--- config.mk ---
export PLATFORM = sky130hd
export DESIGN_NAME = bank_translator_flat
export DESIGN_NICKNAME = d
export VERILOG_FILES = /design/src/design/bram_geom_pkg.sv /design/src/design/bram_port_pkg.sv /design/src/design/bank_bus_if.sv /design/src/design/bank_translator.sv /design/src/flat_wrapper.sv
export SDC_FILE = /design/constraint.sdc
export NUM_CORES = 1
export LEC_CHECK = 0
export ABC_AREA = 0
export BUFFER_PORTS_ARGS = -buffer_cell sky130_fd_sc_hd__buf_2
export CORE_AREA = 4 4 100 102
export DETAILED_ROUTE_END_ITERATION = 8
export DIE_AREA = 0 0 104 106
export PLACE_DENSITY = 0.53
export SETUP_SLACK_MARGIN = 0.3
export SLEW_MARGIN = 5
export SYNTH_ARGS = -nofsm -noshare
export SYNTH_HDL_FRONTEND = slang
export SYNTH_SLANG_ARGS = --single-unit
export TNS_END_PERCENT = 5
--- constraint.sdc ---
create_clock -name clk -period 3.4 [get_ports clk]
set_clock_uncertainty 0.05 [all_clocks]
set_input_delay 0.51 -clock clk [delete_from_list [all_inputs] [get_ports clk]]
set_output_delay 0.51 -clock clk [all_outputs]
set_load 0.02 [all_outputs]
--- src/design/bram_geom_pkg.sv ---
`default_nettype none

// physical geometry of the banked memory
// every width and mapping constant downstream is derived from these values
package bram_geom_pkg;

  // host side word, as seen by the bram controller
  localparam int DATA_WIDTH_IN = 32;   // host word width, multiple of DATA_WIDTH_OUT

  // narrow bank side
  localparam int DATA_WIDTH_OUT = 16;  // one datum per bank entry, whole bytes
  localparam int BANKS = 4;            // power of two, not below the lanes per word
  localparam int DEPTH_PER_BANK = 256; // entries per bank, power of two

  // cycles from a read enable to valid read data
  // 1 matches a plain registered bram, 2 or 3 add output registers
  localparam int RD_LATENCY = 1;

endpackage

`default_nettype wire

--- src/design/bram_port_pkg.sv ---
`default_nettype none

// port widths and lane mapping constants
// all derived from the geometry so only bram_geom_pkg needs editing
package bram_port_pkg;

  import bram_geom_pkg::*;

  // lanes packed in one host word, stored lsb first
  localparam int LANES = DATA_WIDTH_IN / DATA_WIDTH_OUT;

  localparam int BANK_BITS = $clog2(BANKS);  // bank index width
  localparam int LANE_BITS = $clog2(LANES);  // lane index width

  // bank side port
  localparam int ADDR_WIDTH_OUT = $clog2(DEPTH_PER_BANK);
  localparam int STRB_WIDTH_OUT = DATA_WIDTH_OUT / 8;  // one strobe per byte

  // host side port
  // total storage is the same, just counted in wide words
  localparam int TOTAL_DEPTH = BANKS * DEPTH_PER_BANK / LANES;
  localparam int ADDR_WIDTH_IN = $clog2(TOTAL_DEPTH);
  localparam int STRB_WIDTH_IN = DATA_WIDTH_IN / 8;

  // note: global lane number is {host addr, lane}, which is also
  // {bank addr, bank index}, so
  //   LANE_BITS + ADDR_WIDTH_IN == BANK_BITS + ADDR_WIDTH_OUT

endpackage

`default_nettype wire

--- src/design/bank_bus_if.sv ---
`default_nettype none

// per-bank request and response vectors between the translator and the banks
// index [b] of every vector belongs to bank b
interface bank_bus_if
  import bram_geom_pkg::*, bram_port_pkg::*;
(
  input logic clk
);

  // requests, driven from one combinational block in the translator
  logic [BANKS-1:0]                     rden;
  logic [BANKS-1:0]                     wren;
  logic [BANKS-1:0][STRB_WIDTH_OUT-1:0] wrstrb;  // byte enables per bank
  logic [BANKS-1:0][ADDR_WIDTH_OUT-1:0] addr;
  logic [BANKS-1:0][DATA_WIDTH_OUT-1:0] din;

  // responses, each bank drives only its own slice so these are nets
  wire  [BANKS-1:0][DATA_WIDTH_OUT-1:0] dout;
  wire  [BANKS-1:0]                     dack;  // one cycle per served read

  modport translator (
    input  clk,
    output rden, wren, wrstrb, addr, din,
    input  dout, dack
  );

  modport bank (
    input  clk,
    input  rden, wren, wrstrb, addr, din,
    output dout, dack
  );

endinterface

`default_nettype wire

--- src/design/bank_translator.sv ---
`default_nettype none

// splits one wide host access into per-lane bank accesses
// lane l of word A lands in bank (A*LANES+l) % BANKS at address (A*LANES+l) / BANKS,
// so consecutive lanes walk across consecutive banks
module bank_translator
  import bram_geom_pkg::*, bram_port_pkg::*;
(
  input  logic                     clk,
  input  logic                     rst_i,

  // host port, bram controller style
  input  logic                     rden_i,
  input  logic                     wren_i,
  input  logic [STRB_WIDTH_IN-1:0] wrstrb_i,
  input  logic [ADDR_WIDTH_IN-1:0] addr_i,
  input  logic [DATA_WIDTH_IN-1:0] din_i,
  output logic [DATA_WIDTH_IN-1:0] dout_o,
  output logic                     dack_o,

  // bank side
  bank_bus_if.translator           bus
);

  // per-lane decode of the host address
  logic [LANE_BITS+ADDR_WIDTH_IN-1:0] lane_glb  [LANES];  // global lane number
  logic [BANK_BITS-1:0]               lane_bank [LANES];  // target bank
  logic [ADDR_WIDTH_OUT-1:0]          lane_addr [LANES];  // entry inside that bank

  // bank index each lane was read from, one stage per cycle of read latency
  logic [BANK_BITS-1:0]               sel_pipe [RD_LATENCY][LANES];

  // address decode
  // LANES and BANKS are powers of two, so multiply and divide are bit slices
  always_comb begin
    for (int l = 0; l < LANES; l++) begin
      lane_glb[l]  = {addr_i, LANE_BITS'(l)};              // A*LANES + l
      lane_bank[l] = lane_glb[l][BANK_BITS-1:0];           // modulo BANKS
      lane_addr[l] = lane_glb[l][BANK_BITS +: ADDR_WIDTH_OUT];  // divided by BANKS
    end
  end

  // request fan-out
  // lanes of one word always hit distinct banks since LANES <= BANKS,
  // banks not touched by this word see all zeros
  always_comb begin
    bus.rden   = '0;
    bus.wren   = '0;
    bus.wrstrb = '0;
    bus.addr   = '0;
    bus.din    = '0;
    for (int l = 0; l < LANES; l++) begin
      bus.rden[lane_bank[l]]   = rden_i;
      bus.wren[lane_bank[l]]   = wren_i;
      bus.wrstrb[lane_bank[l]] = wrstrb_i[l*STRB_WIDTH_OUT +: STRB_WIDTH_OUT];  // lane bytes
      bus.addr[lane_bank[l]]   = lane_addr[l];
      bus.din[lane_bank[l]]    = din_i[l*DATA_WIDTH_OUT +: DATA_WIDTH_OUT];
    end
  end

  // steering pipeline
  // shifts every cycle, matching the bank read pipelines stage for stage,
  // so back-to-back reads each get their own steering
  always_ff @(posedge clk) begin
    if (rst_i) begin
      for (int s = 0; s < RD_LATENCY; s++) begin
        for (int l = 0; l < LANES; l++) begin
          sel_pipe[s][l] <= '0;
        end
      end
    end else begin
      for (int l = 0; l < LANES; l++) begin
        sel_pipe[0][l] <= lane_bank[l];  // captured even when idle, dack qualifies it
        for (int s = 1; s < RD_LATENCY; s++) begin
          sel_pipe[s][l] <= sel_pipe[s-1][l];
        end
      end
    end
  end

  // read reassembly
  // the last stage names the bank that served each lane right now
  always_comb begin
    dout_o = '0;
    dack_o = 1'b0;
    for (int l = 0; l < LANES; l++) begin
      dout_o[l*DATA_WIDTH_OUT +: DATA_WIDTH_OUT] = bus.dout[sel_pipe[RD_LATENCY-1][l]];
      dack_o = dack_o | bus.dack[sel_pipe[RD_LATENCY-1][l]];  // any lane bank acks
    end
  end

endmodule

`default_nettype wire

--- src/flat_wrapper.sv ---
// flat-port wrapper written by rule: the top's interface ports become plain ports
module bank_translator_flat import bram_geom_pkg::*, bram_port_pkg::*;
  (clk, rst_i, rden_i, wren_i, wrstrb_i, addr_i, din_i, dout_o, dack_o, bus_rden, bus_wren, bus_wrstrb, bus_addr, bus_din, bus_dout, bus_dack);
  bank_bus_if bus_i (.clk(clk));
  input  logic clk;
  input  logic rst_i;
  input  logic rden_i;
  input  logic wren_i;
  input  logic [STRB_WIDTH_IN-1:0] wrstrb_i;
  input  logic [ADDR_WIDTH_IN-1:0] addr_i;
  input  logic [DATA_WIDTH_IN-1:0] din_i;
  output logic [DATA_WIDTH_IN-1:0] dout_o;
  output logic dack_o;
  output wire logic [$bits(bus_i.rden)-1:0] bus_rden;
  output wire logic [$bits(bus_i.wren)-1:0] bus_wren;
  output wire logic [$bits(bus_i.wrstrb)-1:0] bus_wrstrb;
  output wire logic [$bits(bus_i.addr)-1:0] bus_addr;
  output wire logic [$bits(bus_i.din)-1:0] bus_din;
  input wire logic [$bits(bus_i.dout)-1:0] bus_dout;
  input wire logic [$bits(bus_i.dack)-1:0] bus_dack;
  assign bus_rden = bus_i.rden;
  assign bus_wren = bus_i.wren;
  assign bus_wrstrb = bus_i.wrstrb;
  assign bus_addr = bus_i.addr;
  assign bus_din = bus_i.din;
  assign bus_i.dout = bus_dout;
  assign bus_i.dack = bus_dack;
  bank_translator u_core (.clk(clk), .rst_i(rst_i), .rden_i(rden_i), .wren_i(wren_i), .wrstrb_i(wrstrb_i), .addr_i(addr_i), .din_i(din_i), .dout_o(dout_o), .dack_o(dack_o), .bus(bus_i));
endmodule
=== Word level (Yosys, flattened, before mapping) ===
Memories as Yosys holds them, arrays and structs flattened.
Index checks and enable logic that the tools add are counted.

* Logic and storage cells: 53
* Input port bits: 117
* Output and inout port bits: 145
* Bits in writable memories: 3
* Bits in registers: 0
* Memories: 1

{| class="wikitable"
|+ Memories
! name !! words !! bits a word !! rd ports !! clocked after Yosys merged registers in !! wr ports !! line !! source
|-
| u_core.sel_pipe || 1 || 3 || 1 || 0 || 2 || bank_translator.sv:31 || <nowiki>logic [BANK_BITS-1:0] sel_pipe [RD_LATENCY][LANES];</nowiki>
|}

* Order comparisons: 6
* Multiplexer cells: 36
* Reduce and logical (&&, ||, !) cells: 4
* Bitwise logic cells: 6

{| class="wikitable"
|+ Operators by type and width
! cell !! number
|-
| 64-bit by 48-bit AND with 64-bit output || 1
|-
| 16-bit binary-select mux with 2-bit select || 2
|-
| 64-bit bitwise mux || 1
|-
| 16-bit 2-to-1 mux || 4
|-
| 32-bit by 24-bit AND with 32-bit output || 1
|-
| 32-bit bitwise mux || 1
|-
| 16-bit demux with 1-bit select || 2
|-
| 8-bit demux with 1-bit select || 2
|-
| 8-bit 2-to-1 mux || 2
|-
| 2-bit by 3-bit less-than comparator with 1-bit output (second input constant) || 4
|-
| 4-bit by 3-bit AND with 4-bit output || 2
|-
| 8-bit by 6-bit AND with 8-bit output || 1
|-
| 4-bit bitwise mux || 2
|-
| 8-bit bitwise mux || 1
|-
| 2-bit 2-to-1 mux || 4
|-
| 1-bit 2-to-1 mux || 7
|-
| 3-bit 2-to-1 mux || 2
|-
| 3-bit OR reduction || 2
|-
| 1-bit binary-select mux with 2-bit select || 2
|-
| 2-bit demux with 1-bit select || 2
|-
| 2-bit by 1-bit greater-or-equal comparator with 1-bit output (second input constant) || 2
|-
| 1-bit demux with 1-bit select || 2
|-
| 1-bit logical AND || 2
|-
| 1-bit bitwise OR || 1
|}

=== Longest topological paths before layout ===
* Word-level depth: 6
* Gate-level depth with buffers: 4
* Mapped depth without buffers: 2

=== Worst setup path after synthesis ===
OpenSTA, ideal clock, no wires.

* Path kind: input to output
* From: input addr_i[0]
* To: output bus_addr[12]
* Stages on the path: 4
* Required time: 2.840 ns
* Arrival: 1.442 ns
* Path buffers: 3
* Path slack: 1.398 ns
* Cell sequence: buf_2 -> clkbuf_1 -> nor2b_1 -> buf_4

* Cells in the longest elaborated chain, start to end: 5
* Elaborated cells between the ends (all ways): 6
* Those cells by class: order compare: 2; mux: 3; reduce/logical: 1

{| class="wikitable"
|+ RTL lines
! item !! line !! source
|-
| start: declaration || flat_wrapper.sv:10 || <nowiki>input logic [ADDR_WIDTH_IN-1:0] addr_i;</nowiki>
|-
| 2-bit by 3-bit less-than comparator with 1-bit output (implied by the code) or 2-bit by 1-bit greater-or-equal comparator with 1-bit output (tied branches) || bank_translator.sv:56 || <nowiki>bus.addr[lane_bank[l]] = lane_addr[l];</nowiki>
|-
| 1-bit logical AND (implied by the code) || bank_translator.sv:56 ||
|-
| 8-bit 2-to-1 mux (implied by the code) || bank_translator.sv:56 ||
|-
| 8-bit demux with 1-bit select * || -- ||
|-
| 32-bit bitwise mux * || bank_translator.sv:56 ||
|-
| end: declaration || flat_wrapper.sv:17 || <nowiki>output wire logic [$bits(bus_i.addr)-1:0] bus_addr;</nowiki>
|}

Every way passes the cells marked *; elsewhere a longest branch is shown, timed or not.

=== Worst setup path in the final report ===
* From: memory u_core.sel_pipe[0][1] in the netlist's numbering
* To: output dack_o

* Cells in the longest elaborated chain, start to end: 4

{| class="wikitable"
|+ RTL lines
! item !! line !! source
|-
| start: declaration || bank_translator.sv:31 ||
|-
| memory read 1 x 3 bit || -- ||
|-
| 1-bit binary-select mux with 2-bit select || bank_translator.sv:88 || <nowiki>dack_o = dack_o | bus.dack[sel_pipe[RD_LATENCY-1][l]];</nowiki>
|-
| 1-bit 2-to-1 mux (implied by the code) || bank_translator.sv:88 ||
|-
| 1-bit bitwise OR || bank_translator.sv:88 ||
|-
| end: declaration || flat_wrapper.sv:13 || <nowiki>output logic dack_o;</nowiki>
|}

Every way passes these cells. The select of a mux whose other input is x is not followed.

==> flow_metrics.env <==
export IMPL_status="completed"
export IMPL_drive_gt1_frac=0.739
export IMPL_slew_headroom=0.650
export IMPL_die_h_um=106
export IMPL_die_width_um=104
export IMPL_area_growth_pct=86.8
export IMPL_crit_family="buffers and inverters"
export IMPL_p_sw_frac=0.486
export IMPL_cts_sinks=2
export IMPL_wl_per_cell_um=15.2
export IMPL_antenna_found_initial=1
export IMPL_regMostFlops="u_core.sel_pipe"
export IMPL_largest_registers="u_core.sel_pipe (2)"
export IMPL_fmax_mhz=444
export IMPL_grt_max_degree=59
export IMPL_min_period_ns=2.25
export IMPL_ir_drop_uv=79.3
export IMPL_power_share_clock=0.162
export IMPL_cts_resized=0
export IMPL_drv_cap=0
export IMPL_yosysSeqAreaShare=0.0272
export IMPL_dr_pass1_iters=4
export IMPL_p_sw_uw=276
export IMPL_yosysWarnings=0
export IMPL_syn_area_um2=1470
export IMPL_drcViolationCount=0
export IMPL_final_cells=510
export IMPL_place_congestion=0.839
export IMPL_avgSynthCellArea_um2=8.81
export IMPL_portBuffers=261
export IMPL_postLayoutCoreUtil=0.302
export IMPL_cts_tree="done"
export IMPL_syn_inst=167
export IMPL_final_nets=517
export IMPL_crit_end="dack_o"
export IMPL_synth_nets=284
export IMPL_critPathMaxStageDelay_ns=0.36
export IMPL_drtIter0Drc=57
export IMPL_cp_required_ns=2.84
export IMPL_cts_root_buf="clkbuf_8"
export IMPL_finalSetupViolCount=0
export IMPL_crit_path_start="u_core.sel_pipe[0][1]"
export IMPL_worst_pin_slew_ns=0.525
export IMPL_hpwlAfterDp_um=6850
export IMPL_fp_coreArea_um2=9110
export IMPL_critical_path_class="flip-flop to output pin"
export IMPL_hold_violations=0
export IMPL_p_seq_frac=0.044
export IMPL_clk_pin_slew_ns=0.03
export IMPL_clockBufferDepth=2
export IMPL_largest_reg_flops=2
export IMPL_combPwrFrac=0.794
export IMPL_route_antenna_remaining_nets=0
export IMPL_placedCellCount=506
export IMPL_start_util=0.162
export IMPL_worstHoldPathCells=2
export IMPL_arrival_ns=1.69
export IMPL_p_leak_uw=0.00160
export IMPL_hold_buffers=0
export IMPL_rows=35
export IMPL_period_share=0.662
export IMPL_htree_num_levels=1
export IMPL_yosys_register_bits=2
export IMPL_routed_wl_um=7760
export IMPL_path_cells="buf_4, mux2_4, a221o_2, buf_2"
export IMPL_cts_setup_buffers=0
export IMPL_synth_distinct_cells=14
export IMPL_maxSlewViolCount=0
export IMPL_start_kind="flip-flop"
export IMPL_first_global_vias=2183
export IMPL_p_int_uw=292
export IMPL_fin_setup_tns_ns=0
export IMPL_path_max_fanout=35
export IMPL_overflow=0
export IMPL_ios=262
export IMPL_grt_use_total=0.129
export IMPL_setup_slack_ns=1.15
export IMPL_fp_dieArea_um2=11000
export IMPL_rsz0062_at_grt="false"
export IMPL_slowest_stage="buf_4"
export IMPL_vias=2104
export IMPL_cp_depth=4
export IMPL_numCtsBuffers=3
export IMPL_drt_vias_per_instance=4.13
export IMPL_grt_pass1_wl_um=11600
export IMPL_cp_end_kind="output pin"
export IMPL_dp_slack_ns=1.23
export IMPL_path_buf_inv=2
export IMPL_powerDensity_nw_per_um2=206
export IMPL_min_path_type="input pin to flip-flop"
## routing by layer
| layer | share of wire | GRT usage | up-vias |
|---|---|---|---|
| li1 | - | - | 1008 |
| met1 | 0.35 | 0.134 | 930 |
| met2 | 0.52 | 0.251 | 162 |
| met3 | 0.12 | 0.0474 | 4 |
| met4 | 0.0073 | 0.0199 | 0 |
| met5 | 0 | 0 | - |
## metrics by stage
step	hold WS (ns)	cell area, um2	total power, uW
after floorplan	0.517	1470	309
after global routing	0.412	2750	607
final	0.413	2750	567
after global placement	0.636	2710	478
after detailed placement	0.629	2710	480
after CTS	0.407	2750	578
## area by class of cell
| class | count | area (um2) |
|---|---|---|
| Sequential cell | 2 | 40.0 |
| Fill cell | 1012 | 6360 |
| Inverter | 1 | 3.75 |
| Timing Repair Buffer | 264 | 1340 |
| Multi-Input combinational cell | 128 | 1180 |
| Tap cell | 111 | 139 |
| Clock buffer | 3 | 41.3 |
| Antenna cell | 1 | 2.50 |
## power by group through the flow
| stage | clock [uW] | combinational [uW] | sequential (uW) |
|---|---|---|---|
| after detailed placement | 0 | 454 | 25.5 |
| after global placement | 0 | 453 | 25.5 |
| after floorplan | 0 | 283 | 25.7 |
| after CTS | 96.1 | 457 | 25.2 |
| after global routing | 98.3 | 484 | 25.3 |
| final | 91.8 | 450 | 25.2 |
## Yosys cell counts
cell type | instances | area share
buf_6 | 2 | 0.015
mux2_2 | 16 | 0.12
and2_1 | 46 | 0.20
mux4_1 | 7 | 0.13
dfxtp_1 | 2 | 0.027
nor2b_1 | 48 | 0.20
mux4_2 | 9 | 0.14
buf_12 | 1 | 0.014
inv_1 | 1 | 0.0025
a221o_2 | 1 | 0.0077
buf_4 | 20 | 0.10
buf_2 | 4 | 0.014
clkbuf_1 | 9 | 0.023
mux2_4 | 1 | 0.010
## how the worst min path moves through the flow
| stage | from | endpoint |
|---|---|---|
| 6_report | rst_i | u_core.sel_pipe[0][0] |
| 5_1_grt | rst_i | u_core.sel_pipe[0][0] |
| 4_1_cts | rst_i | u_core.sel_pipe[0][0] |
| 3_5_place_dp | rst_i | u_core.sel_pipe[0][0] |
| 3_3_place_gp | rst_i | u_core.sel_pipe[0][0] |
| 2_1_floorplan | rst_i | u_core.sel_pipe[0][0] |
## cell usage in the layout (no fill, tap or decap)
| cell | n |
|---|---|
| a221o_2 | 1 |
| and2_1 | 46 |
| buf_12 | 1 |
| buf_2 | 261 |
| buf_4 | 2 |
| clkbuf_8 | 3 |
| dfxtp_1 | 2 |
| diode_2 | 1 |
| inv_1 | 1 |
| mux2_2 | 16 |
| mux2_4 | 1 |
| mux4_1 | 7 |
| mux4_2 | 9 |
| nor2b_1 | 48 |
## cell families after synthesis
family          after synthesis  synth area share
simple gates                 94             0.400
buf+inv                      37             0.170
mux                          33             0.395
flops                         2            0.0272
compound gates                1           0.00765
Power figures use the tool's default switching activity.
